$ cat config.mk
export PLATFORM = sky130hd
export DESIGN_NAME = mtimer_flat
export DESIGN_NICKNAME = d
export VERILOG_FILES = /design/src/design/simple_sys_pkg.sv /design/src/design/dev_bus_if.sv /design/src/design/mtimer.sv /design/src/flat_wrapper.sv
export SDC_FILE = /design/constraint.sdc
export NUM_CORES = 1
export LEC_CHECK = 0
export ABC_AREA = 1
export CAP_MARGIN = 20
export CORE_MARGIN = 1.5
export CORE_UTILIZATION = 70
export CTS_BUF_LIST = sky130_fd_sc_hd__clkbuf_8
export CTS_CLUSTER_DIAMETER = 50
export DETAILED_ROUTE_END_ITERATION = 6
export DONT_BUFFER_PORTS = 1
export PLACE_DENSITY_LB_ADDON = 0.08
export SLEW_MARGIN = 20
export SYNTH_ARGS = -nofsm -noshare
export SYNTH_HDL_FRONTEND = slang
export SYNTH_SLANG_ARGS = --single-unit
export TNS_END_PERCENT = 5
$ cat constraint.sdc
create_clock -name clk_i -period 5.38 [get_ports clk_i]
set_clock_uncertainty 0.2 [all_clocks]
set_input_delay 0.538 -clock clk_i [delete_from_list [all_inputs] [get_ports clk_i]]
set_output_delay 0.538 -clock clk_i [all_outputs]
set_load 0.005 [all_outputs]
$ cat src/design/simple_sys_pkg.sv
// Bus types, device indices and the address map of the memory-mapped system
// Each base must be aligned to its window and the windows must not overlap
package simple_sys_pkg;

  typedef logic [31:0] addr_t;
  typedef logic [31:0] data_t;
  typedef logic [3:0]  be_t;
  typedef logic [1:0]  dev_idx_t;
  typedef logic [63:0] mtime_t;
  // Word offset inside a 1 kB register window
  typedef logic [7:0]  reg_off_t;

  localparam int NrDevices = 3;

  localparam dev_idx_t DevRam     = 2'd0;
  localparam dev_idx_t DevSimCtrl = 2'd1;
  localparam dev_idx_t DevTimer   = 2'd2;

  // 1 MB RAM window
  localparam addr_t RamBase     = 32'h0010_0000;
  localparam addr_t RamMask     = ~32'h000F_FFFF;
  // 1 kB register windows
  localparam addr_t SimCtrlBase = 32'h0002_0000;
  localparam addr_t SimCtrlMask = ~32'h0000_03FF;
  localparam addr_t TimerBase   = 32'h0003_0000;
  localparam addr_t TimerMask   = ~32'h0000_03FF;

  // Replace only the enabled bytes of a word
  function automatic data_t merge_bytes(data_t old_data, data_t new_data, be_t be);
    data_t merged;
    merged = old_data;
    for (int i = 0; i < $bits(be_t); i++) begin
      if (be[i]) begin
        merged[8*i +: 8] = new_data[8*i +: 8];
      end
    end
    return merged;
  endfunction

endpackage
$ cat src/design/dev_bus_if.sv
`timescale 1ns/1ns
// One bus-to-device port; req is a single-cycle strobe per access
// The device answers with rvalid exactly one cycle after req
interface dev_bus_if import simple_sys_pkg::*; ();

  logic  req;
  logic  we;
  be_t   be;
  addr_t addr;
  data_t wdata;
  logic  rvalid;
  data_t rdata;
  logic  err;

  // Bus end
  modport ctrl (
    output req, we, be, addr, wdata,
    input  rvalid, rdata, err
  );

  // Device end
  modport dev (
    input  req, we, be, addr, wdata,
    output rvalid, rdata, err
  );

endinterface

$ cat src/design/mtimer.sv
`timescale 1ns/1ns
// mtime counts every clock, a write to mtime replaces the increment for that cycle
// Offsets above 0xC in the window answer with err and zero data
module mtimer import simple_sys_pkg::*; (
  input  logic   clk_i,
  input  logic   rst_i,
  dev_bus_if.dev bus,
  output logic   timer_irq_o
);

  localparam reg_off_t MtimeLoOff = 8'd0;
  localparam reg_off_t MtimeHiOff = 8'd1;
  localparam reg_off_t CmpLoOff   = 8'd2;
  localparam reg_off_t CmpHiOff   = 8'd3;

  mtime_t   mtime_q;
  mtime_t   mtime_d;
  mtime_t   mtimecmp_q;
  mtime_t   mtimecmp_d;
  reg_off_t word_off;
  logic     wr_en;
  data_t    rdata_d;
  logic     off_ok;
  logic     rvalid_q;
  logic     err_q;

  assign word_off = bus.addr[$bits(reg_off_t)+1:2];
  assign wr_en    = bus.req & bus.we;

  // Next register values, byte writes on either half
  always_comb begin
    mtime_d    = mtime_q + 64'd1;
    mtimecmp_d = mtimecmp_q;
    if (wr_en) begin
      case (word_off)
        MtimeLoOff: mtime_d = {mtime_q[63:32], merge_bytes(mtime_q[31:0], bus.wdata, bus.be)};
        MtimeHiOff: mtime_d = {merge_bytes(mtime_q[63:32], bus.wdata, bus.be), mtime_q[31:0]};
        CmpLoOff: begin
          mtimecmp_d = {mtimecmp_q[63:32], merge_bytes(mtimecmp_q[31:0], bus.wdata, bus.be)};
        end
        CmpHiOff: begin
          mtimecmp_d = {merge_bytes(mtimecmp_q[63:32], bus.wdata, bus.be), mtimecmp_q[31:0]};
        end
        default: ;
      endcase
    end
  end

  // Read mux on the current values
  always_comb begin
    off_ok  = 1'b1;
    rdata_d = '0;
    case (word_off)
      MtimeLoOff: rdata_d = mtime_q[31:0];
      MtimeHiOff: rdata_d = mtime_q[63:32];
      CmpLoOff:   rdata_d = mtimecmp_q[31:0];
      CmpHiOff:   rdata_d = mtimecmp_q[63:32];
      default:    off_ok  = 1'b0;
    endcase
  end

  always_ff @(posedge clk_i) begin
    if (rst_i) begin
      mtime_q     <= '0;
      mtimecmp_q  <= '1;
      timer_irq_o <= 1'b0;
      rvalid_q    <= 1'b0;
      err_q       <= 1'b0;
    end else begin
      mtime_q     <= mtime_d;
      mtimecmp_q  <= mtimecmp_d;
      // Level interrupt, cleared by moving mtimecmp ahead
      timer_irq_o <= mtime_q >= mtimecmp_q;
      rvalid_q    <= bus.req;
      err_q       <= bus.req & ~off_ok;
    end
  end

  always_ff @(posedge clk_i) begin
    if (bus.req) begin
      bus.rdata <= rdata_d;
    end
  end

  assign bus.rvalid = rvalid_q;
  assign bus.err    = err_q;

endmodule

$ cat src/flat_wrapper.sv
// flat-port wrapper written by rule: the top's interface ports become plain ports
module mtimer_flat import simple_sys_pkg::*;
  (clk_i, rst_i, timer_irq_o, bus_req, bus_we, bus_be, bus_addr, bus_wdata, bus_rvalid, bus_rdata, bus_err);
  dev_bus_if bus_i ();
  input  logic clk_i;
  input  logic rst_i;
  output logic timer_irq_o;
  input wire logic [$bits(bus_i.req)-1:0] bus_req;
  input wire logic [$bits(bus_i.we)-1:0] bus_we;
  input wire logic [$bits(bus_i.be)-1:0] bus_be;
  input wire logic [$bits(bus_i.addr)-1:0] bus_addr;
  input wire logic [$bits(bus_i.wdata)-1:0] bus_wdata;
  output wire logic [$bits(bus_i.rvalid)-1:0] bus_rvalid;
  output wire logic [$bits(bus_i.rdata)-1:0] bus_rdata;
  output wire logic [$bits(bus_i.err)-1:0] bus_err;
  assign bus_i.req = bus_req;
  assign bus_i.we = bus_we;
  assign bus_i.be = bus_be;
  assign bus_i.addr = bus_addr;
  assign bus_i.wdata = bus_wdata;
  assign bus_rvalid = bus_i.rvalid;
  assign bus_rdata = bus_i.rdata;
  assign bus_err = bus_i.err;
  mtimer u_core (.clk_i(clk_i), .rst_i(rst_i), .bus(bus_i), .timer_irq_o(timer_irq_o));
endmodule
==> impl_metrics.py <==
metrics = {
    "worst_setup_path": {
        "r2r_start": "u_core.mtime_q[0]$_SDFFE_PP0P_",
        "max_stage_delay_ns": 0.83,
        "worstRegToRegCells": 11,
        "r2r-end": "u_core.mtime_q[58]$_SDFFE_PP0P_",
        "endpoint_kind": "flop",
        "path_max_fanout": 57,
        "crit_path_top_delay_cell": "inv_2",
        "worstPathArrival_ns": 3.51,
        "rrSetupSlack_ns": 2.48,
        "cp_cell_sequence": "nand2_1 > buf_4 > inv_2 > nand2_2 > nand2_4 > inv_2 > nand2_1 > o21ai_1 > nand2_1 > a21oi_1",
        "cp.required_ns": 5.60,
        "crit_path_start_kind": "input pin",
        "startpoint": "bus_req",
        "crit_type": "in -> reg",
        "crit_top_cell": "nand2_1",
        "endpoint": "u_core.mtime_q[35]$_SDFFE_PP0P_",
    },
    "placement": {
        "numPortBuffers": 0,
        "finalWeightedCongestion": 1.145,
        "dp_hpwl_um": 27200,
        "dp_cells": 1734,
    },
    "global_route": {
        "grt_max_degree": 58,
        "grt.overflow.total": 0,
        "antenna_found_initial": 1,
        "met2_usage_pct": 71.60,
        "top_usage_layer": "met2",
        "grt_pass1_wl_um": 57730,
        "grt_pass1_vias": 10796,
        "grt_usage_pct": 46.18,
        "use_met1_pct": 57.98,
        "use_met3_pct": 13.02,
    },
    "layout": {
        "fin_nets": 1705,
        "utilization_pct": 74.81,
        "fill_cells": 1175,
        "stdcell_count": 1769,
        "layout-drive-gt1-share_pct": 5.060,
        "diodes": 0,
        "area_growth_pct": 4.316,
    },
    "yosys": {
        "yosysTopAreaCell": "dfxtp_1",
        "ys_seq_area_share_pct": 32.87,
        "yosysUniqueCellTypes": 43,
        "yosys-top-cells-area": "dfxtp_1, nand2_1, edfxtp_1",
        "netlist_area_mm2": 0.01090,
        "synth_most_common_cell": "nand2_1",
        "syn_inst": 1596,
        "synth_edf_count": 32,
        "syn_nets": 1733,
        "yosys_register_bits": 163,
        "syn_avg_cell_area_um2": 6.831,
        "synth_flop_cell": "dfxtp_1",
        "ys_top_cells_by_count": "nand2_1, inv_1, dfxtp_1",
        "synth_top_area_share_pct": 24.06,
        "synthArstFlopShare_pct": 0,
        "yosysWarnings": 0,
    },
    "drt": {
        "vias": 11621,
        "drt_first_iter_violations": 1655,
        "dr.pass1.iters": 7,
        "drc": 6,
        "vias_per_cell": 6.569,
        "ant_nets": 0,
        "routedWlPerCell_um": 21.03,
        "drt_wl_total_um": 37210,
    },
    "die": {
        "chipHeight_um": 127.8,
        "die_area_mm2": 0.01633,
        "start_util_pct": 71.71,
        "ios": 107,
        "core_mm2": 0.01520,
        "rows": 45,
        "die_x_um": 127.8,
    },
    "clock_tree": {
        "post-cts-setup-buffers": 0,
        "cts_resized": 0,
        "root_buffer": "clkbuf_8",
        "htreeDepth": 4,
        "cts_inserted_buffers": 17,
        "clk_latency_ns": 0.49,
        "cts.path.max_buffers": 2,
        "clock_sinks": 163,
        "clk_pin_slew_ns": 0.10,
        "cts_tree": "done",
    },
    "timing": {
        "tightest_slew_ns": 1.115,
        "max-slew-margin-rel_pct": 25.66,
        "fmax_mhz": 303.4,
        "drv_slew": 0,
        "rsz0062_at_grt": "false",
        "hold_slack_ns": 0.03318,
        "fin_crit_ns": 3.296,
        "fin_setup_tns_ns": 0,
        "min_period_over_period_pct": 61.26,
        "hold_viol": 0,
        "final-setup-viol-count": 0,
    },
    "flow_run": {
        "maxCapViolCount": 0,
    },
    "status": {
        "violations": "DRC",
        "status": "finished, violations left",
    },
    "power": {
        "peakVddDrop_uv": 219.2,
        "p_total_mw": 2.235,
        "p_leak_nw": 5.436,
        "p_per_area_mw_per_mm2": 196.5,
    },
    "worst_hold_path": {
        "min_path_type": "in -> reg",
    },
}
metrics by stage:
stage / cell area [um^2] / setup WS [ns]
after global placement: 10940 / 1.795
after floorplan: 10900 / 3.234
final: 11370 / 2.084
after global routing: 11370 / 1.996
after CTS: 11360 / 2.275
after detailed placement: 10940 / 1.778
cells by family (layout without fill, tap and decap cells):
kind of cell,count (synthesis),in the layout,share of synthesized area (%)
AOI/OAI and AO/OA,326,326,18.96
buffers and inverters,310,295,11.04
DFF,163,163,32.87
and+or+nand+nor,705,705,27.50
adders and majority gates,65,65,7.460
xor gates and xnor gates,27,27,2.169
power breakdown:
| part | internal, mW | total, mW | switching, mW | leakage, nW |
|---|---|---|---|---|
| clock network | 0.384 | 0.885 | 0.501 | 0.192 |
| logic | 0.0184 | 0.0844 | 0.0660 | 3.85 |
| registers | 1.26 | 1.27 | 0.0102 | 1.39 |
| total | 1.66 | 2.24 | 0.578 | 5.44 |
layout by cell type (no fill, tap or decap), types with 5 or more instances in the layout:
master     synthesis  final
o22ai_1           13     13
edfxtp_1          32     32
nand2_2            4      5
o2111ai_1         12     12
o21ai_1           28     28
inv_2              9     10
a21oi_1           92     92
nor2_2             5      5
xor2_1            24     24
ha_1              65     65
clkbuf_8           0     18
nor3_1            53     53
inv_1            240    241
nand2_1          408    407
o211ai_1          68     68
buf_4              0      7
a31oi_1           17     17
o221ai_1          21     21
nand4_1           30     30
nor2_1           115    115
nand3_1           73     73
dfxtp_1          131    131
o31ai_1            6      6
o21ai_0           55     55
sequential cells by signal, summed over array words and instances (netlist names):
| name | cells |
|---|---|
| u_core.bus.rdata | 32 |
| u_core.mtimecmp_q | 64 |
| u_core.mtime_q | 64 |
| u_core.bus.err | 1 |
| u_core.timer_irq_o | 1 |
| u_core.bus.rvalid | 1 |
worst max-delay path: cells and delay by family:
kind	cells	cell delay (ns)
AO/OA/AOI/OAI	2	0.28
buffers and inverters	3	1.67
AND/OR/NAND/NOR	5	0.95
how the worst min path moves through the flow:
stage / slack (ns) / endpoint / from / cells past startpoint
3_3_place_gp: 0.26 / u_core.mtimecmp_q[23]$_SDFFE_PP1P_ / u_core.mtimecmp_q[23]$_SDFFE_PP1P_ / 2
6_report: 0.03 / u_core.mtime_q[2]$_SDFFE_PP0P_ / bus_wdata[2] / 2
3_5_place_dp: 0.26 / u_core.mtimecmp_q[18]$_SDFFE_PP1P_ / u_core.mtimecmp_q[18]$_SDFFE_PP1P_ / 2
5_1_grt: 0.05 / u_core.mtime_q[15]$_SDFFE_PP0P_ / bus_wdata[15] / 2
4_1_cts: 0.02 / u_core.mtime_q[2]$_SDFFE_PP0P_ / bus_wdata[2] / 2
2_1_floorplan: 0.25 / u_core.mtimecmp_q[18]$_SDFFE_PP1P_ / u_core.mtimecmp_q[18]$_SDFFE_PP1P_ / 2
what timing repair did:
| action | 4_1_cts | 5_1_grt |
|---|---|---|
| endpoints found under the setup margin | 0 | 0 |
| endpoints found under the hold margin | 69 | 0 |
| hold buffers | 2 | 0 |
area by class of cell:
type | instances | area (um^2) | share of cell area [%]
repair buffers | 10 | 107.6 | 0.9462
clock inverters | 14 | 131.4 | 1.155
multi-input cells | 1123 | 6117 | 53.79
inverters | 253 | 949.7 | 8.351
flip-flops and latches | 163 | 3583 | 31.51
clock buffers | 18 | 247.7 | 2.178
well taps | 188 | 235.2 | 2.068
per-layer routing:
metal  up-vias  share of wire, %
met2       924                43
li1       5290                 -
met4         0               6.1
met5         -                 0
met3       199                14
met1      5208                36
Note: power is estimated with default switching activity, not from simulation.
