## config.mk

```make
export PLATFORM = sky130hd
export DESIGN_NAME = addr_bus_flat
export DESIGN_NICKNAME = d
export VERILOG_FILES = /design/src/design/simple_sys_pkg.sv /design/src/design/dev_bus_if.sv /design/src/design/addr_bus.sv /design/src/flat_wrapper.sv
export SDC_FILE = /design/constraint.sdc
export NUM_CORES = 1
export LEC_CHECK = 0
export ABC_AREA = 1
export BUFFER_PORTS_ARGS = -buffer_cell sky130_fd_sc_hd__buf_2
export CORE_AREA = 3 3 160 162
export DETAILED_ROUTE_END_ITERATION = 7
export DIE_AREA = 0 0 163 165
export GPL_ROUTABILITY_DRIVEN = 0
export GPL_TIMING_DRIVEN = 1
export PLACE_DENSITY = 0.47
export SLEW_MARGIN = 20
export SYNTH_ARGS = -nofsm -noshare
export SYNTH_HDL_FRONTEND = slang
export SYNTH_SLANG_ARGS = --single-unit
```

## constraint.sdc

```tcl
create_clock -name clk_i -period 1.2 [get_ports clk_i]
set_input_delay 0.06 -clock clk_i [delete_from_list [all_inputs] [get_ports clk_i]]
set_output_delay 0.06 -clock clk_i [all_outputs]
set_load 0.02 [all_outputs]
```

## src/design/simple_sys_pkg.sv

```systemverilog
// Bus types, device indices and the address map of the memory-mapped system
// Each base must be aligned to its window and the windows must not overlap
package simple_sys_pkg;

  typedef logic [31:0] addr_t;
  typedef logic [31:0] data_t;
  typedef logic [3:0]  be_t;
  typedef logic [1:0]  dev_idx_t;
  typedef logic [63:0] mtime_t;
  // Word offset inside a 1 kB register window
  typedef logic [7:0]  reg_off_t;

  localparam int NrDevices = 3;

  localparam dev_idx_t DevRam     = 2'd0;
  localparam dev_idx_t DevSimCtrl = 2'd1;
  localparam dev_idx_t DevTimer   = 2'd2;

  // 1 MB RAM window
  localparam addr_t RamBase     = 32'h0010_0000;
  localparam addr_t RamMask     = ~32'h000F_FFFF;
  // 1 kB register windows
  localparam addr_t SimCtrlBase = 32'h0002_0000;
  localparam addr_t SimCtrlMask = ~32'h0000_03FF;
  localparam addr_t TimerBase   = 32'h0003_0000;
  localparam addr_t TimerMask   = ~32'h0000_03FF;

  // Replace only the enabled bytes of a word
  function automatic data_t merge_bytes(data_t old_data, data_t new_data, be_t be);
    data_t merged;
    merged = old_data;
    for (int i = 0; i < $bits(be_t); i++) begin
      if (be[i]) begin
        merged[8*i +: 8] = new_data[8*i +: 8];
      end
    end
    return merged;
  endfunction

endpackage
```

## src/design/dev_bus_if.sv

```systemverilog
`timescale 1ns/1ns
// One bus-to-device port; req is a single-cycle strobe per access
// The device answers with rvalid exactly one cycle after req
interface dev_bus_if import simple_sys_pkg::*; ();

  logic  req;
  logic  we;
  be_t   be;
  addr_t addr;
  data_t wdata;
  logic  rvalid;
  data_t rdata;
  logic  err;

  // Bus end
  modport ctrl (
    output req, we, be, addr, wdata,
    input  rvalid, rdata, err
  );

  // Device end
  modport dev (
    input  req, we, be, addr, wdata,
    output rvalid, rdata, err
  );

endinterface

```

## src/design/addr_bus.sv

```systemverilog
`timescale 1ns/1ns
// Single host, three devices, never refuses a request (gnt follows req)
// Unmapped addresses are answered by the bus with err set and zero data
module addr_bus import simple_sys_pkg::*; (
  input  logic    clk_i,
  input  logic    rst_i,
  input  logic    host_req_i,
  input  addr_t   host_addr_i,
  input  logic    host_we_i,
  input  be_t     host_be_i,
  input  data_t   host_wdata_i,
  output logic    host_gnt_o,
  output logic    host_rvalid_o,
  output data_t   host_rdata_o,
  output logic    host_err_o,
  dev_bus_if.ctrl ram_o,
  dev_bus_if.ctrl sim_ctrl_o,
  dev_bus_if.ctrl timer_o
);

  logic [NrDevices-1:0] hit;
  dev_idx_t             sel_dev;
  logic                 mapped;
  dev_idx_t             resp_dev_q;
  logic                 resp_pend_q;
  logic                 unmapped_q;

  assign host_gnt_o = host_req_i;

  // Window match per device
  assign hit[DevRam]     = (host_addr_i & RamMask) == RamBase;
  assign hit[DevSimCtrl] = (host_addr_i & SimCtrlMask) == SimCtrlBase;
  assign hit[DevTimer]   = (host_addr_i & TimerMask) == TimerBase;

  // Lowest matching index wins, windows are disjoint anyway
  always_comb begin
    sel_dev = DevRam;
    mapped  = 1'b0;
    for (int d = 0; d < NrDevices; d++) begin
      if (hit[d] && !mapped) begin
        sel_dev = dev_idx_t'(d);
        mapped  = 1'b1;
      end
    end
  end

  assign ram_o.req      = host_req_i & hit[DevRam];
  assign sim_ctrl_o.req = host_req_i & hit[DevSimCtrl];
  assign timer_o.req    = host_req_i & hit[DevTimer];

  // Request payload goes to every device, only req is decoded
  assign ram_o.we         = host_we_i;
  assign ram_o.be         = host_be_i;
  assign ram_o.addr       = host_addr_i;
  assign ram_o.wdata      = host_wdata_i;
  assign sim_ctrl_o.we    = host_we_i;
  assign sim_ctrl_o.be    = host_be_i;
  assign sim_ctrl_o.addr  = host_addr_i;
  assign sim_ctrl_o.wdata = host_wdata_i;
  assign timer_o.we       = host_we_i;
  assign timer_o.be       = host_be_i;
  assign timer_o.addr     = host_addr_i;
  assign timer_o.wdata    = host_wdata_i;

  // Remember who answers next cycle
  always_ff @(posedge clk_i) begin
    if (rst_i) begin
      resp_pend_q <= 1'b0;
      unmapped_q  <= 1'b0;
      resp_dev_q  <= DevRam;
    end else begin
      resp_pend_q <= host_req_i & mapped;
      unmapped_q  <= host_req_i & ~mapped;
      if (host_req_i) begin
        resp_dev_q <= sel_dev;
      end
    end
  end

  // Response select, bus-generated error when nothing matched
  always_comb begin
    host_rvalid_o = unmapped_q;
    host_rdata_o  = '0;
    host_err_o    = unmapped_q;
    if (resp_pend_q) begin
      case (resp_dev_q)
        DevRam: begin
          host_rvalid_o = ram_o.rvalid;
          host_rdata_o  = ram_o.rdata;
          host_err_o    = ram_o.err;
        end
        DevSimCtrl: begin
          host_rvalid_o = sim_ctrl_o.rvalid;
          host_rdata_o  = sim_ctrl_o.rdata;
          host_err_o    = sim_ctrl_o.err;
        end
        DevTimer: begin
          host_rvalid_o = timer_o.rvalid;
          host_rdata_o  = timer_o.rdata;
          host_err_o    = timer_o.err;
        end
        default: ;
      endcase
    end
  end

endmodule

```

## src/flat_wrapper.sv

```systemverilog
// flat-port wrapper written by rule: the top's interface ports become plain ports
module addr_bus_flat import simple_sys_pkg::*;
  (clk_i, rst_i, host_req_i, host_addr_i, host_we_i, host_be_i, host_wdata_i, host_gnt_o, host_rvalid_o, host_rdata_o, host_err_o, ram_o_req, ram_o_we, ram_o_be, ram_o_addr, ram_o_wdata, ram_o_rvalid, ram_o_rdata, ram_o_err, sim_ctrl_o_req, sim_ctrl_o_we, sim_ctrl_o_be, sim_ctrl_o_addr, sim_ctrl_o_wdata, sim_ctrl_o_rvalid, sim_ctrl_o_rdata, sim_ctrl_o_err, timer_o_req, timer_o_we, timer_o_be, timer_o_addr, timer_o_wdata, timer_o_rvalid, timer_o_rdata, timer_o_err);
  dev_bus_if ram_o_i ();
  dev_bus_if sim_ctrl_o_i ();
  dev_bus_if timer_o_i ();
  input  logic clk_i;
  input  logic rst_i;
  input  logic host_req_i;
  input  addr_t host_addr_i;
  input  logic host_we_i;
  input  be_t host_be_i;
  input  data_t host_wdata_i;
  output logic host_gnt_o;
  output logic host_rvalid_o;
  output data_t host_rdata_o;
  output logic host_err_o;
  output wire logic [$bits(ram_o_i.req)-1:0] ram_o_req;
  output wire logic [$bits(ram_o_i.we)-1:0] ram_o_we;
  output wire logic [$bits(ram_o_i.be)-1:0] ram_o_be;
  output wire logic [$bits(ram_o_i.addr)-1:0] ram_o_addr;
  output wire logic [$bits(ram_o_i.wdata)-1:0] ram_o_wdata;
  input wire logic [$bits(ram_o_i.rvalid)-1:0] ram_o_rvalid;
  input wire logic [$bits(ram_o_i.rdata)-1:0] ram_o_rdata;
  input wire logic [$bits(ram_o_i.err)-1:0] ram_o_err;
  output wire logic [$bits(sim_ctrl_o_i.req)-1:0] sim_ctrl_o_req;
  output wire logic [$bits(sim_ctrl_o_i.we)-1:0] sim_ctrl_o_we;
  output wire logic [$bits(sim_ctrl_o_i.be)-1:0] sim_ctrl_o_be;
  output wire logic [$bits(sim_ctrl_o_i.addr)-1:0] sim_ctrl_o_addr;
  output wire logic [$bits(sim_ctrl_o_i.wdata)-1:0] sim_ctrl_o_wdata;
  input wire logic [$bits(sim_ctrl_o_i.rvalid)-1:0] sim_ctrl_o_rvalid;
  input wire logic [$bits(sim_ctrl_o_i.rdata)-1:0] sim_ctrl_o_rdata;
  input wire logic [$bits(sim_ctrl_o_i.err)-1:0] sim_ctrl_o_err;
  output wire logic [$bits(timer_o_i.req)-1:0] timer_o_req;
  output wire logic [$bits(timer_o_i.we)-1:0] timer_o_we;
  output wire logic [$bits(timer_o_i.be)-1:0] timer_o_be;
  output wire logic [$bits(timer_o_i.addr)-1:0] timer_o_addr;
  output wire logic [$bits(timer_o_i.wdata)-1:0] timer_o_wdata;
  input wire logic [$bits(timer_o_i.rvalid)-1:0] timer_o_rvalid;
  input wire logic [$bits(timer_o_i.rdata)-1:0] timer_o_rdata;
  input wire logic [$bits(timer_o_i.err)-1:0] timer_o_err;
  assign ram_o_req = ram_o_i.req;
  assign ram_o_we = ram_o_i.we;
  assign ram_o_be = ram_o_i.be;
  assign ram_o_addr = ram_o_i.addr;
  assign ram_o_wdata = ram_o_i.wdata;
  assign ram_o_i.rvalid = ram_o_rvalid;
  assign ram_o_i.rdata = ram_o_rdata;
  assign ram_o_i.err = ram_o_err;
  assign sim_ctrl_o_req = sim_ctrl_o_i.req;
  assign sim_ctrl_o_we = sim_ctrl_o_i.we;
  assign sim_ctrl_o_be = sim_ctrl_o_i.be;
  assign sim_ctrl_o_addr = sim_ctrl_o_i.addr;
  assign sim_ctrl_o_wdata = sim_ctrl_o_i.wdata;
  assign sim_ctrl_o_i.rvalid = sim_ctrl_o_rvalid;
  assign sim_ctrl_o_i.rdata = sim_ctrl_o_rdata;
  assign sim_ctrl_o_i.err = sim_ctrl_o_err;
  assign timer_o_req = timer_o_i.req;
  assign timer_o_we = timer_o_i.we;
  assign timer_o_be = timer_o_i.be;
  assign timer_o_addr = timer_o_i.addr;
  assign timer_o_wdata = timer_o_i.wdata;
  assign timer_o_i.rvalid = timer_o_rvalid;
  assign timer_o_i.rdata = timer_o_rdata;
  assign timer_o_i.err = timer_o_err;
  addr_bus u_core (.clk_i(clk_i), .rst_i(rst_i), .host_req_i(host_req_i), .host_addr_i(host_addr_i), .host_we_i(host_we_i), .host_be_i(host_be_i), .host_wdata_i(host_wdata_i), .host_gnt_o(host_gnt_o), .host_rvalid_o(host_rvalid_o), .host_rdata_o(host_rdata_o), .host_err_o(host_err_o), .ram_o(ram_o_i), .sim_ctrl_o(sim_ctrl_o_i), .timer_o(timer_o_i));
endmodule
```

==> metrics.csv <==
stage,metric,value,unit
cells_and_area,fillers,2824,
sta,final-max-slew-violation-count,0,
sta,relSlewSlack,0.796,
sta,setup_viol,34,
critical_path,r2r_cells,4,
synthesis,syn_nets,649,
run_status,violations,negative setup slack,
global_routing,track_usage,0.0736,
sta,hold_viol_final,0,
cells_and_area,fin_util,0.155,
routing,totalWireLength,11400,um
critical_path,rr_startpoint,u_core.resp_dev_q[0]$_SDFFE_PP0P_,
cells_and_area,drive_above_1_share,0.720,
global_routing,overflow,0,
routing,top_layer,met5,
routing,wl_met3,1280,um
routing,antenna_left,0,
sta,skew,0,ns
critical_path,rrSetupSlack,0.41,ns
die,die_w,163,um
routing,drt_iter0_markers,79,
cells_and_area,synthToLayoutAreaGrowth,34.3,%
synthesis,seq_area_frac_synth,0.0285,
global_routing,grt_pass1_vias,2560,
die,core,0.0242,mm^2
synthesis,synth-seq-cells,4,
place,hpwl,8540,um
cells_and_area,antenna_cells,0,
critical_path,worstPathArrival,1.50,ns
critical_path,cp.required,1.14,ns
synthesis,avgSynthCellArea,5.91,um^2
sta,max_slew.worst_pin.slew,0.305,ns
run_status,status,finished with violations,
sta,grt_setup_unrepaired,yes,
pwr,powerDensity,359,mW/mm^2
routing,dr_total_vias,2788,
cts,clock-root-buffer,clkbuf_16,
place,place_area,0.00293,mm^2
die,fp-row-count,57,
die,start_util,0.116,
synthesis,synth_area,0.00281,mm^2
critical_path,crit_start,u_core.resp_dev_q[0]$_SDFFE_PP0P_,
routing,drt-met1-wl,4080,um
cts,cts_sinks,4,
worst_hold_path,hold_path_startpoint,rst_i,
pwr,power.leakage,2.19,nW
sta,period_minus_slack,1.56,ns
sta,timing.final.crit_share,1.30,
synthesis,yosys_warnings,0,
die,die_area,0.0269,mm^2
routing,avgViaCountPerCell,3.30,
run,maxCapViolCount,0,
worst_hold_path,hold_class,in -> reg,
synthesis,synth.largest_area_cell,buf_4,
cts,clock_latency,0.23,ns
critical_path,timing.rr.end,u_core.resp_dev_q[0]$_SDFFE_PP0P_,
synthesis,yosys-top-cells-area,"buf_4 56%, nand2_1 18%, nand3_1 6.4%",
cells_and_area,layout_commonest_cell,buf_2,
cells_and_area,regArea,86.3,um^2
cells_and_area,final_cell_mix,"195 x buf_2, 93 x nand2_1, 33 x buf_6",
cells_and_area,nets,697,
pwr,finalPower,1.35,mW
routing,drc_errors,0,
die,io_pins,419,
pwr,peakVddDrop,338,uV
die,fp.dieH,165,um
synthesis,synth.top_cell.area_share,0.556,
global_routing,grt_pass1_wl,14700,um
critical_path,cp-end-kind,primary output,
critical_path,crit_type,reg -> out,
synthesis,syn_inst,475,
synthesis,synth_cell_types,23,
place,place_inst,831,
critical_path,crit_path_max_fanout,14,
cts,htreeDepth,1,
worst_hold_path,min_to,u_core.resp_dev_q[0]$_SDFFE_PP0P_,
global_routing,antenna_found_initial,1,
cts,clk_pin_slew,0.03,ns
worst_hold_path,min_path_cells,2,
cts,clockBufferDepth,2,
cts,cts_made_buffers,3,
global_routing,grt_max_degree,25,
place,portBuffers,230,
cells_and_area,final_area,0.00377,mm^2
routing,routedWlPerCell,13.5,um
sta,fin_setup_tns,-10.49,ns
routing,wl_met2,5630,um
cts,cts_tree,built,
cells_and_area,multi_input_area,0.00127,mm^2
routing,dr.pass1.iters,4,
cells_and_area,fin_cells,845,
sta,finalWorstSetupSlack,-0.356,ns
critical_path,cp-start-kind,flop,
sta,timing.fmax,0.643,GHz
[critical path, stage by stage (launching register included)]
cell and delay [ns]:
dfxtp_2 0.32, buf_6 0.11, nor2_4 0.17, buf_12 0.20, nand2_1 0.08, nand3_2 0.10, nand2_1 0.09, inv_2 0.06
buf_4 0.13
[registers in the layout, indices dropped and copies added, names as in the netlist]
register and count:
u_core.resp_pend_q 1, u_core.unmapped_q 1, u_core.resp_dev_q 2
[cell usage after synthesis, drive strengths merged]
| cell type | count |
|---|---|
| nor2 | 18 |
| or2 | 2 |
| clkinv | 1 |
| buf | 220 |
| nor3 | 1 |
| nand3 | 36 |
| nand4 | 2 |
| a21boi | 1 |
| inv | 41 |
| a41oi | 2 |
| clkbuf | 1 |
| nand2 | 144 |
| a21oi | 2 |
| dfxtp | 4 |
[report_power, final]
group | switching, mW | leakage [nW] | total (mW) | internal (mW)
Combinational | 0.387 | 2.12 | 0.697 | 0.310
Sequential | 0.000445 | 0.0343 | 0.134 | 0.133
Clock | 0.0974 | 0.0370 | 0.523 | 0.426
[how the worst max path moves through the flow]
stage               cells past startpoint                to
floorplan                               6        host_err_o
global placement                        8   host_rdata_o[1]
detailed placement                      8  host_rdata_o[10]
CTS                                     8     host_rvalid_o
global route                            8  host_rdata_o[10]
finish                                  8  host_rdata_o[10]
[logic make-up after synthesis]
logic type / Yosys count / share of synthesized area
AO/OA/AOI/OAI: 5 / 0.0125
AND/OR/NAND/NOR: 203 / 0.304
buffers and inverters: 263 / 0.655
flip-flops: 4 / 0.0285
[area by class of cell]
cell class | count | area share
clock buffer | 3 | 0.0199
inverter | 42 | 0.0451
multi-input combinational | 208 | 0.337
sequential | 4 | 0.0229
tap | 324 | 0.108
timing repair buffer | 264 | 0.468
[metal layers]
layer | GRT usage | vias up
met5 | 0 | -
met3 | 0.0331 | 44
li1 | - | 1312
met2 | 0.131 | 214
met1 | 0.0740 | 1216
met4 | 0.0338 | 2
[timing repair]
action                                  4_1_cts  5_1_grt
endpoints found under the setup margin       35       35
buffers inserted                              6        2
cloned                                        3        1
pin swaps                                    20       12
hold buffers                                  0        0
gates resized for setup                     144       33
[metrics by stage]
| stage | hold WS [ns] | setup slack [ns] |
|---|---|---|
| global placement | 0.120 | -0.177 |
| detailed placement | 0.120 | -0.190 |
| CTS | 0.0323 | -0.397 |
| floorplan | 0.129 | -0.0285 |
| global route | 0.0310 | -0.422 |
| finish | 0.0289 | -0.356 |
Power figures use the tool's default switching activity.
