File: src/design/simple_sys_pkg.sv
// Bus types, device indices and the address map of the memory-mapped system
// Each base must be aligned to its window and the windows must not overlap
package simple_sys_pkg;

  typedef logic [31:0] addr_t;
  typedef logic [31:0] data_t;
  typedef logic [3:0]  be_t;
  typedef logic [1:0]  dev_idx_t;
  typedef logic [63:0] mtime_t;
  // Word offset inside a 1 kB register window
  typedef logic [7:0]  reg_off_t;

  localparam int NrDevices = 3;

  localparam dev_idx_t DevRam     = 2'd0;
  localparam dev_idx_t DevSimCtrl = 2'd1;
  localparam dev_idx_t DevTimer   = 2'd2;

  // 1 MB RAM window
  localparam addr_t RamBase     = 32'h0010_0000;
  localparam addr_t RamMask     = ~32'h000F_FFFF;
  // 1 kB register windows
  localparam addr_t SimCtrlBase = 32'h0002_0000;
  localparam addr_t SimCtrlMask = ~32'h0000_03FF;
  localparam addr_t TimerBase   = 32'h0003_0000;
  localparam addr_t TimerMask   = ~32'h0000_03FF;

  // Replace only the enabled bytes of a word
  function automatic data_t merge_bytes(data_t old_data, data_t new_data, be_t be);
    data_t merged;
    merged = old_data;
    for (int i = 0; i < $bits(be_t); i++) begin
      if (be[i]) begin
        merged[8*i +: 8] = new_data[8*i +: 8];
      end
    end
    return merged;
  endfunction

endpackage
File: src/design/dev_bus_if.sv
`timescale 1ns/1ns
// One bus-to-device port; req is a single-cycle strobe per access
// The device answers with rvalid exactly one cycle after req
interface dev_bus_if import simple_sys_pkg::*; ();

  logic  req;
  logic  we;
  be_t   be;
  addr_t addr;
  data_t wdata;
  logic  rvalid;
  data_t rdata;
  logic  err;

  // Bus end
  modport ctrl (
    output req, we, be, addr, wdata,
    input  rvalid, rdata, err
  );

  // Device end
  modport dev (
    input  req, we, be, addr, wdata,
    output rvalid, rdata, err
  );

endinterface

File: src/design/sim_ctrl.sv
`timescale 1ns/1ns
// Offset 0 takes a character from byte 0, offset 8 halts until reset
// Reads return zero and never error
module sim_ctrl import simple_sys_pkg::*; (
  input  logic       clk_i,
  input  logic       rst_i,
  dev_bus_if.dev     bus,
  output logic       char_valid_o,
  output logic [7:0] char_o,
  output logic       halt_o
);

  localparam reg_off_t CharOff = 8'd0;
  localparam reg_off_t HaltOff = 8'd2;

  reg_off_t word_off;
  logic     wr_char;
  logic     wr_halt;
  logic     rvalid_q;

  assign word_off = bus.addr[$bits(reg_off_t)+1:2];
  assign wr_char  = bus.req & bus.we & bus.be[0] & (word_off == CharOff);
  assign wr_halt  = bus.req & bus.we & (word_off == HaltOff);

  always_ff @(posedge clk_i) begin
    if (rst_i) begin
      char_valid_o <= 1'b0;
      halt_o       <= 1'b0;
      rvalid_q     <= 1'b0;
    end else begin
      char_valid_o <= wr_char;
      rvalid_q     <= bus.req;
      // Sticky
      if (wr_halt) begin
        halt_o <= 1'b1;
      end
    end
  end

  // Character byte, valid only with the strobe
  always_ff @(posedge clk_i) begin
    if (wr_char) begin
      char_o <= bus.wdata[7:0];
    end
  end

  assign bus.rvalid = rvalid_q;
  assign bus.rdata  = '0;
  assign bus.err    = 1'b0;

endmodule

File: src/flat_wrapper.sv
// flat-port wrapper written by rule: the top's interface ports become plain ports
module sim_ctrl_flat import simple_sys_pkg::*;
  (clk_i, rst_i, char_valid_o, char_o, halt_o, bus_req, bus_we, bus_be, bus_addr, bus_wdata, bus_rvalid, bus_rdata, bus_err);
  dev_bus_if bus_i ();
  input  logic clk_i;
  input  logic rst_i;
  output logic char_valid_o;
  output logic [7:0] char_o;
  output logic halt_o;
  input wire logic [$bits(bus_i.req)-1:0] bus_req;
  input wire logic [$bits(bus_i.we)-1:0] bus_we;
  input wire logic [$bits(bus_i.be)-1:0] bus_be;
  input wire logic [$bits(bus_i.addr)-1:0] bus_addr;
  input wire logic [$bits(bus_i.wdata)-1:0] bus_wdata;
  output wire logic [$bits(bus_i.rvalid)-1:0] bus_rvalid;
  output wire logic [$bits(bus_i.rdata)-1:0] bus_rdata;
  output wire logic [$bits(bus_i.err)-1:0] bus_err;
  assign bus_i.req = bus_req;
  assign bus_i.we = bus_we;
  assign bus_i.be = bus_be;
  assign bus_i.addr = bus_addr;
  assign bus_i.wdata = bus_wdata;
  assign bus_rvalid = bus_i.rvalid;
  assign bus_rdata = bus_i.rdata;
  assign bus_err = bus_i.err;
  sim_ctrl u_core (.clk_i(clk_i), .rst_i(rst_i), .bus(bus_i), .char_valid_o(char_valid_o), .char_o(char_o), .halt_o(halt_o));
endmodule
File: config.mk
export PLATFORM = sky130hd
export DESIGN_NAME = sim_ctrl_flat
export DESIGN_NICKNAME = d
export VERILOG_FILES = /design/src/design/simple_sys_pkg.sv /design/src/design/dev_bus_if.sv /design/src/design/sim_ctrl.sv /design/src/flat_wrapper.sv
export SDC_FILE = /design/constraint.sdc
export NUM_CORES = 1
export LEC_CHECK = 0
export ABC_AREA = 1
export ABC_CLOCK_PERIOD_IN_PS = 1200
export BUFFER_PORTS_ARGS = -buffer_cell sky130_fd_sc_hd__buf_2
export CAP_MARGIN = 10
export CORE_MARGIN = 5
export CORE_UTILIZATION = 26
export DETAILED_ROUTE_END_ITERATION = 6
export GPL_ROUTABILITY_DRIVEN = 0
export PLACE_DENSITY = 0.79
export RECOVER_POWER = 100
export SLEW_MARGIN = 20
export SYNTH_ARGS = -nofsm -noshare
export SYNTH_HDL_FRONTEND = slang
export SYNTH_SLANG_ARGS = --single-unit
File: constraint.sdc
create_clock -name clk_i -period 1.2 [get_ports clk_i]
set_clock_uncertainty 0.15 [all_clocks]
set_input_delay 0.12 -clock clk_i [delete_from_list [all_inputs] [get_ports clk_i]]
set_output_delay 0.12 -clock clk_i [all_outputs]
set_load 0.01 [all_outputs]
==> results.py, run 1 <==
metrics = {
    "run_status": {
        "status": "complete, no violations",
    },
    "placed_design": {
        "dpl_cell_area_sq_um": 739,
        "post-place-ws_ns": -0.135,
        "port_buffers": 31,
    },
    "drt": {
        "drc": 0,
        "routedWlPerCell_um": 9.28,
        "drtIter0Drc": 1,
        "first_pass_iters": 2,
        "vias_per_cell": 3.17,
        "dr_total_vias": 460,
        "routed_wl_um": 1350,
        "final_antenna_net_count": 0,
    },
    "timing": {
        "setup_viol": 0,
        "worst_slack_ns": 0.161,
        "grt_setup_unrepaired": "false",
        "period_needed_ns": 1.04,
        "fin_crit_sh": 0.866,
        "whs_ns": 0.0275,
        "final_max_slew_viol_count": 0,
        "hold_viol_final": 0,
        "max_freq_mhz": 962,
        "tns_ns": 0,
    },
    "finish": {
        "final_common_cell": "conb_1",
        "num_antenna_cells": 0,
        "fin_area_sq_um": 841,
        "mostFrequentLayoutCells": "33 x conb_1, 19 x buf_2, 13 x clkbuf_1",
        "fin_nets": 188,
        "syn_to_final_growth_pct": 29.0,
        "drive_gt1_frac": 0.235,
    },
    "critical_path": {
        "cpPeakStageDelay_ns": 0.37,
        "cp_cell_sequence": "clkbuf_1",
        "crit_type": "flip-flop to output pin",
        "r2r_slack_ns": 0.50,
        "path_max_fanout": 1,
        "critical_path_required_ns": 0.93,
        "cp.buffers_inverters": 1,
        "worst_setup_path_end_kind": "output pin",
        "cpMaxStageDelayCell": "edfxtp_1",
        "path_delay_family": "flip-flops",
        "cp.arrival_ns": 0.77,
        "worst_setup_path_start_kind": "flip-flop",
    },
    "power": {
        "vdd_drop_max_mv": 0.429,
        "cellLeakagePower_uw": 0.000436,
        "powerDensity_nw_per_um2": 914,
    },
    "floorplanning": {
        "core-area_sq_um": 2430,
        "fp.dieW_um": 60.1,
        "rows": 18,
        "die_h_um": 60.1,
        "io_pins": 116,
        "die-area_sq_um": 3610,
        "start_util": 0.268,
    },
    "clock_network": {
        "clk_pin_slew_ns": 0.06,
        "cts_inserted_buffers": 3,
        "post_cts_buffers": 0,
        "h-tree-depth": 1,
        "cts_tree": "yes",
        "clk_latency_ns": 0.25,
        "clock-sinks": 11,
        "clockBufferDepth": 2,
        "cts-root-buf": "clkbuf_4",
    },
    "synth": {
        "yosysWarnings": 0,
        "seq_area_frac_synth": 0.461,
        "synth.distinct_cells": 10,
        "syn-cell-area_sq_um": 652,
        "synth_seq_cells": 11,
        "avgSynthCellArea_sq_um": 9.45,
        "synthCells": 69,
    },
    "global_route": {
        "grt_antenna_before_repair": 0,
        "overflow": 0,
        "grt_pass1_wl_um": 1840,
        "grt_pass1_vias": 454,
        "grt_max_degree": 9,
        "grtUsageTotal": 0.0714,
    },
    "hold_path": {
        "hp-class": "input pin to flip-flop",
    },
    "flow_run": {
        "drv_cap": 0,
    },
}
-- routing by layer --
metal  routed length [um]  global-route usage  vias up  part of all wire
met4                   11              0.0570        0            0.0082
met2                  618               0.119       47              0.46
met1                  466              0.0732      177              0.35
met5                    0                   0        -                 0
met3                  249              0.0216        2              0.19
li1                     -                   -      234                 -
-- logic make-up (layout without fill, tap and decap cells) --
family          Yosys count  after routing  share of synthesized area
flops                    11             11                      0.461
other cells               1             33                    0.00575
simple gates             13             13                     0.0825
compound gates            1              1                     0.0134
buf+inv                  43             57                      0.438
-- state kept, by name, summed over array words and instances, names as in the netlist --
name / count
u_core.char_valid_o: 1
u_core.bus.rvalid: 1
u_core.halt_o: 1
u_core.char_o: 8
-- through the flow --
step | total power (uW) | utilization | std cells
6_report | 768 | 0.346 | 145
5_1_grt | 823 | 0.346 | 145
4_1_cts | 783 | 0.352 | 145
3_5_place_dp | 521 | 0.304 | 132
3_3_place_gp | 518 | 0.304 | 132
2_1_floorplan | 556 | - | 101
-- timing repair --
item	CTS	global route
resized for setup	0	0
hold buffers	9	0
endpoints found under the hold margin	11	0
endpoints found under the setup margin	0	0
-- synth_stat cells --
master / n / area (sq um)
edfxtp_1: 8 / 240
nand2_1: 5 / 18.8
nand3_1: 2 / 10.0
buf_4: 33 / 248
conb_1: 1 / 3.75
nor2_2: 1 / 6.26
a21oi_2: 1 / 8.76
inv_1: 10 / 37.5
nor2_1: 5 / 18.8
dfxtp_1: 3 / 60.1
-- worst paths after layout --
path	start	endpoint	depth (start not counted)
setup / recovery	u_core.char_o[4]	char_o[4]	1
hold / removal	bus_req	u_core.bus.rvalid	4
setup reg to reg	u_core.halt_o	u_core.halt_o	2
hold reg to reg	u_core.halt_o	u_core.halt_o	2
-- layout make-up --
cell class / instances / area [sq um]
fill: 254 / 1590
timing repair buffer: 43 / 253
multi-input combinational: 47 / 186
sequential: 11 / 300
inverter: 10 / 37.5
clock buffer: 4 / 26.3
tap: 30 / 37.5
-- where the power goes --
part           leakage [uW]  switching (uW)  internal [uW]  total, uW
Clock             0.0000150             103            128        231
Sequential        0.0000963           0.554            409        409
Combinational      0.000324            74.9           53.1        128
Power figures use the tool's default switching activity.
==> run 2, diff against run 1 <==
- ABC_CLOCK_PERIOD_IN_PS: 1200 -> 800
- CORE_UTILIZATION: 26 -> 24
- PLACE_DENSITY: 0.79 -> 0.77
- clock period: 1.2 -> 0.8 ns (I/O delays scaled with it)
==> results.py, run 2 (synthesis gave the netlist of run 1 again) <==
metrics = {
    "run_status": {
        "status": "complete, but fails checks",
        "violations": "negative hold slack, negative setup slack",
    },
    "global_route": {
        "grt_pass1_wl_um": 1950,
        "grtUsageTotal": 0.0645,
        "grt_antenna_before_repair": 0,
        "overflow": 0,
        "grt_pass1_vias": 466,
        "grt_max_degree": 9,
    },
    "timing": {
        "fin_crit_sh": 1.25,
        "setup_viol": 11,
        "period_needed_ns": 1.00,
        "whs_ns": -0.150,
        "final_max_slew_viol_count": 0,
        "worst_slack_ns": -0.203,
        "grt_setup_unrepaired": "true",
        "max_freq_mhz": 997,
        "hold_viol_final": 9,
    },
    "floorplanning": {
        "die_h_um": 62.1,
        "rows": 18,
        "die-area_sq_um": 3860,
        "io_pins": 116,
        "start_util": 0.256,
        "fp.dieW_um": 62.1,
        "core-area_sq_um": 2540,
    },
    "placed_design": {
        "placed_cells_incl_taps": 131,
        "dp_hpwl_um": 1120,
        "port_buffers": 31,
    },
    "finish": {
        "final_cells": 137,
        "largest-register": "u_core.char_o",
        "largest_register_ffs": 8,
        "fin_nets": 180,
        "fill_cells": 290,
        "drive_gt1_frac": 0.523,
        "final_common_cell": "conb_1",
        "mostFrequentLayoutCells": "33 x conb_1, 21 x buf_2, 9 x buf_6",
        "num_antenna_cells": 0,
        "final_util": 0.351,
        "syn_to_final_growth_pct": 36.9,
    },
    "critical_path": {
        "endpoint": "char_o[2]",
        "r2r.worst_path.cells": 2,
        "cpMaxStageDelayCell": "edfxtp_1",
        "path_depth": 1,
        "r2r_end": "u_core.halt_o",
        "cp.buffers_inverters": 1,
        "worst_setup_path_end_kind": "output pin",
        "cp_cell_sequence": "buf_2",
        "r2r_slack_ns": 0.04,
        "path_max_fanout": 1,
        "path_delay_family": "flip-flops",
        "cpPeakStageDelay_ns": 0.37,
        "worstReg2RegStart": "u_core.halt_o",
        "worst_setup_path_start_kind": "flip-flop",
        "crit_type": "flip-flop to output pin",
        "cp.arrival_ns": 0.77,
        "cp-startpoint": "u_core.char_o[2]",
        "critical_path_required_ns": 0.57,
    },
    "clock_network": {
        "clk_latency_ns": 0.26,
        "clk_pin_slew_ns": 0.06,
        "h-tree-depth": 1,
        "cts_tree": "yes",
        "cts-root-buf": "clkbuf_4",
        "cts_inserted_buffers": 3,
        "cts_hold_buf": 1,
        "clockBufferDepth": 2,
        "clock-sinks": 11,
    },
    "drt": {
        "first_pass_iters": 2,
        "routed_wl_um": 1280,
        "routedWlPerCell_um": 9.31,
        "drc": 0,
        "drtIter0Drc": 4,
        "vias_per_cell": 3.31,
        "final_antenna_net_count": 0,
        "dr_total_vias": 453,
    },
    "power": {
        "power_uw": 1180,
        "vdd_drop_max_mv": 0.633,
        "cellLeakagePower_uw": 0.000449,
        "powerDensity_nw_per_um2": 1320,
    },
    "flow_run": {
        "drv_cap": 0,
    },
    "hold_path": {
        "hp-class": "input pin to flip-flop",
    },
}
==> run 2: worst min-delay path by stage <==
stage / startpoint / endpoint / cells past startpoint
after floorplan: rst_i / u_core.halt_o / 1
after global placement: bus_wdata[7] / u_core.char_o[7] / 1
after detailed placement: bus_wdata[0] / u_core.char_o[0] / 1
after CTS: bus_wdata[0] / u_core.char_o[0] / 1
after global routing: bus_wdata[1] / u_core.char_o[1] / 1
final: bus_wdata[2] / u_core.char_o[2] / 1
==> run 2: per-stage QoR <==
step                setup WS, ns  instance area [sq um]  setup TNS (ns)
global placement          -0.317                    759           -2.70
CTS                       -0.219                    866           -2.00
floorplan                 -0.119                    800          -0.949
global route              -0.256                    892           -2.35
finish                    -0.203                    892           -1.81
detailed placement        -0.334                    759           -2.83
==> run 2: layout make-up <==
| class | count | area, sq um | share of cell area |
|---|---|---|---|
| Clock buffer | 4 | 26.3 | 0.0295 |
| Inverter | 10 | 57.6 | 0.0645 |
| Sequential cell | 11 | 304 | 0.341 |
| Timing Repair Buffer | 35 | 246 | 0.276 |
| Multi-Input combinational cell | 47 | 220 | 0.247 |
| Tap cell | 30 | 37.5 | 0.0421 |
==> run 2: per-layer routing <==
| metal | vias up | GRT usage | share of wire |
|---|---|---|---|
| li1 | 216 | - | - |
| met1 | 189 | 0.0635 | 0.32 |
| met2 | 46 | 0.0920 | 0.46 |
| met3 | 2 | 0.0468 | 0.21 |
| met4 | 0 | 0.0488 | 0.0063 |
| met5 | - | 0 | 0 |
==> run 2: repair_timing <==
| item | in CTS | in global routing |
|---|---|---|
| cloned | 0 | 0 |
| setup buffers | 2 | 0 |
| hold endpoints to repair | 11 | 8 |
| setup endpoints to repair | 19 | 22 |
| resized for setup | 16 | 9 |
| pin swaps | 6 | 2 |
==> run 2: power by group <==
| group | switching, uW | internal (uW) |
|---|---|---|
| Clock | 158 | 192 |
| Sequential | 1.19 | 614 |
| Combinational | 127 | 83.7 |
==> run 3, diff against run 2 <==
- CORE_ASPECT_RATIO: default -> 0.75
- CORE_MARGIN: 5 -> default
==> results.py, run 3 (synthesis gave the netlist of run 1 again) <==
metrics = {
    "run_status": {
        "status": "complete, but fails checks",
        "violations": "negative hold slack, negative setup slack",
    },
    "finish": {
        "fin_nets": 178,
        "fill_cells": 261,
        "largest_register_ffs": 8,
        "mostFrequentLayoutCells": "33 x conb_1, 22 x buf_2, 8 x buf_6, 8 x edfxtp_1",
        "syn_to_final_growth_pct": 32.6,
        "multi_input_area_sq_um": 216,
        "drive_gt1_frac": 0.505,
        "fin_area_sq_um": 865,
        "final_common_cell": "conb_1",
        "num_antenna_cells": 0,
        "seq_area_sq_um": 303,
        "largest-register": "u_core.char_o",
    },
    "power": {
        "p_clk_frac": 0.296,
        "switchingPower_uw": 277,
        "cellLeakagePower_uw": 0.000440,
        "p_int_uw": 882,
        "power_uw": 1160,
        "powerDensity_nw_per_um2": 1340,
        "power_frac_seq": 0.530,
        "combPwrFrac": 0.174,
        "vdd_drop_max_mv": 0.350,
        "swShare": 0.239,
    },
    "timing": {
        "max_freq_mhz": 1010,
        "grt_setup_unrepaired": "true",
        "fin_crit_sh": 1.23,
        "worst_slack_ns": -0.186,
        "final_max_slew_viol_count": 0,
        "period_needed_ns": 0.986,
        "hold_viol_final": 11,
        "whs_ns": -0.151,
        "setup_viol": 19,
    },
    "drt": {
        "dr_total_vias": 430,
        "vias_per_cell": 3.09,
        "drtIter0Drc": 5,
        "routedWlPerCell_um": 7.84,
        "met2_length_um": 620,
        "met3_length_um": 116,
        "top_layer": "met4",
        "final_antenna_net_count": 0,
        "first_pass_iters": 2,
        "drt-met1-wl_um": 342,
        "routed_wl_um": 1090,
        "drc": 0,
    },
    "global_route": {
        "grtUsageTotal": 0.0684,
        "overflow": 0,
        "grt_max_degree": 9,
        "grt_pass1_wl_um": 1380,
        "grt_antenna_before_repair": 0,
        "grt_pass1_vias": 319,
    },
    "clock_network": {
        "post_cts_buffers": 0,
        "clk_pin_slew_ns": 0.06,
        "h-tree-depth": 1,
        "cts_tree": "yes",
        "cts-root-buf": "clkbuf_4",
        "clockBufferDepth": 2,
        "clock-sinks": 11,
        "clk_latency_ns": 0.25,
        "cts_inserted_buffers": 3,
    },
    "hold_path": {
        "hp-start": "bus_wdata[5]",
        "hp-class": "input pin to flip-flop",
    },
    "critical_path": {
        "cp.buffers_inverters": 1,
        "worstReg2RegStart": "u_core.halt_o",
        "crit_type": "flip-flop to output pin",
        "cp-startpoint": "u_core.char_o[7]",
        "path_delay_family": "flip-flops",
        "cp_cell_sequence": "buf_2",
        "cp.arrival_ns": 0.76,
        "critical_path_required_ns": 0.57,
        "worst_setup_path_start_kind": "flip-flop",
        "cpPeakStageDelay_ns": 0.36,
        "cpMaxStageDelayCell": "edfxtp_1",
        "path_max_fanout": 1,
        "worst_setup_path_end_kind": "output pin",
    },
    "placed_design": {
        "dp_hpwl_um": 796,
        "port_buffers": 31,
        "dpl_cell_area_sq_um": 764,
    },
    "floorplanning": {
        "start_util": 0.267,
        "die_h_um": 47.1,
        "core-area_sq_um": 2440,
        "fp.dieW_um": 62.2,
        "die-area_sq_um": 2930,
        "rows": 15,
        "io_pins": 116,
    },
    "flow_run": {
        "drv_cap": 0,
    },
}
==> run 3: cell count changes in the layout (fill, tap and decap cells not counted), sizes merged <==
cell,delta
clkinv,+1
clkbuf,+2
inv,-1
dlygate4sd3,-1
buf,-3
==> run 3: worst paths after layout <==
| check | end | slack [ns] | depth (start not counted) |
|---|---|---|---|
| worst max register to register | u_core.halt_o | 0.10 | 2 |
| worst max-delay path | char_o[7] | -0.19 | 1 |
| worst min-delay path | u_core.char_o[5] | -0.15 | 1 |
| worst min register to register | u_core.halt_o | 0.32 | 2 |
==> run 3: area by class of cell <==
class	instances	area share
inverters	10	0.0666
repair buffers	33	0.253
flip-flops and latches	11	0.350
multi-input cells	47	0.250
well taps	34	0.0492
clock buffers	4	0.0304
==> run 3: power groups by stage <==
stage               Sequential (uW)  Combinational (uW)  Clock [uW]
finish                          614                 202         343
global route                    613                 222         382
CTS                             613                 187         358
detailed placement              626                 163           0
global placement                626                 162           0
floorplan                       628                 214           0
==> run 3: repair_timing <==
action / CTS / global route
resized for setup: 17 / 6
endpoints found under the setup margin: 19 / 19
endpoints found under the hold margin: 11 / 11
pin swaps: 6 / 4
==> run 3: layer usage <==
| layer | track usage | vias up |
|---|---|---|
| met5 | 0 | - |
| met4 | 0.0419 | 0 |
| met3 | 0.0316 | 2 |
| met2 | 0.125 | 35 |
| met1 | 0.0675 | 180 |
| li1 | - | 213 |
==> run 3: per-stage QoR <==
step | util | hold WS (ns) | setup slack, ns | instances | setup TNS [ns]
2_1_floorplan | - | -0.00756 | -0.119 | 101 | -0.949
3_3_place_gp | 0.313 | 0.106 | -0.306 | 135 | -2.57
3_5_place_dp | 0.313 | 0.109 | -0.321 | 135 | -2.70
4_1_cts | 0.347 | -0.157 | -0.203 | 139 | -1.86
5_1_grt | 0.354 | -0.162 | -0.233 | 139 | -2.55
6_report | 0.354 | -0.151 | -0.186 | 139 | -1.99
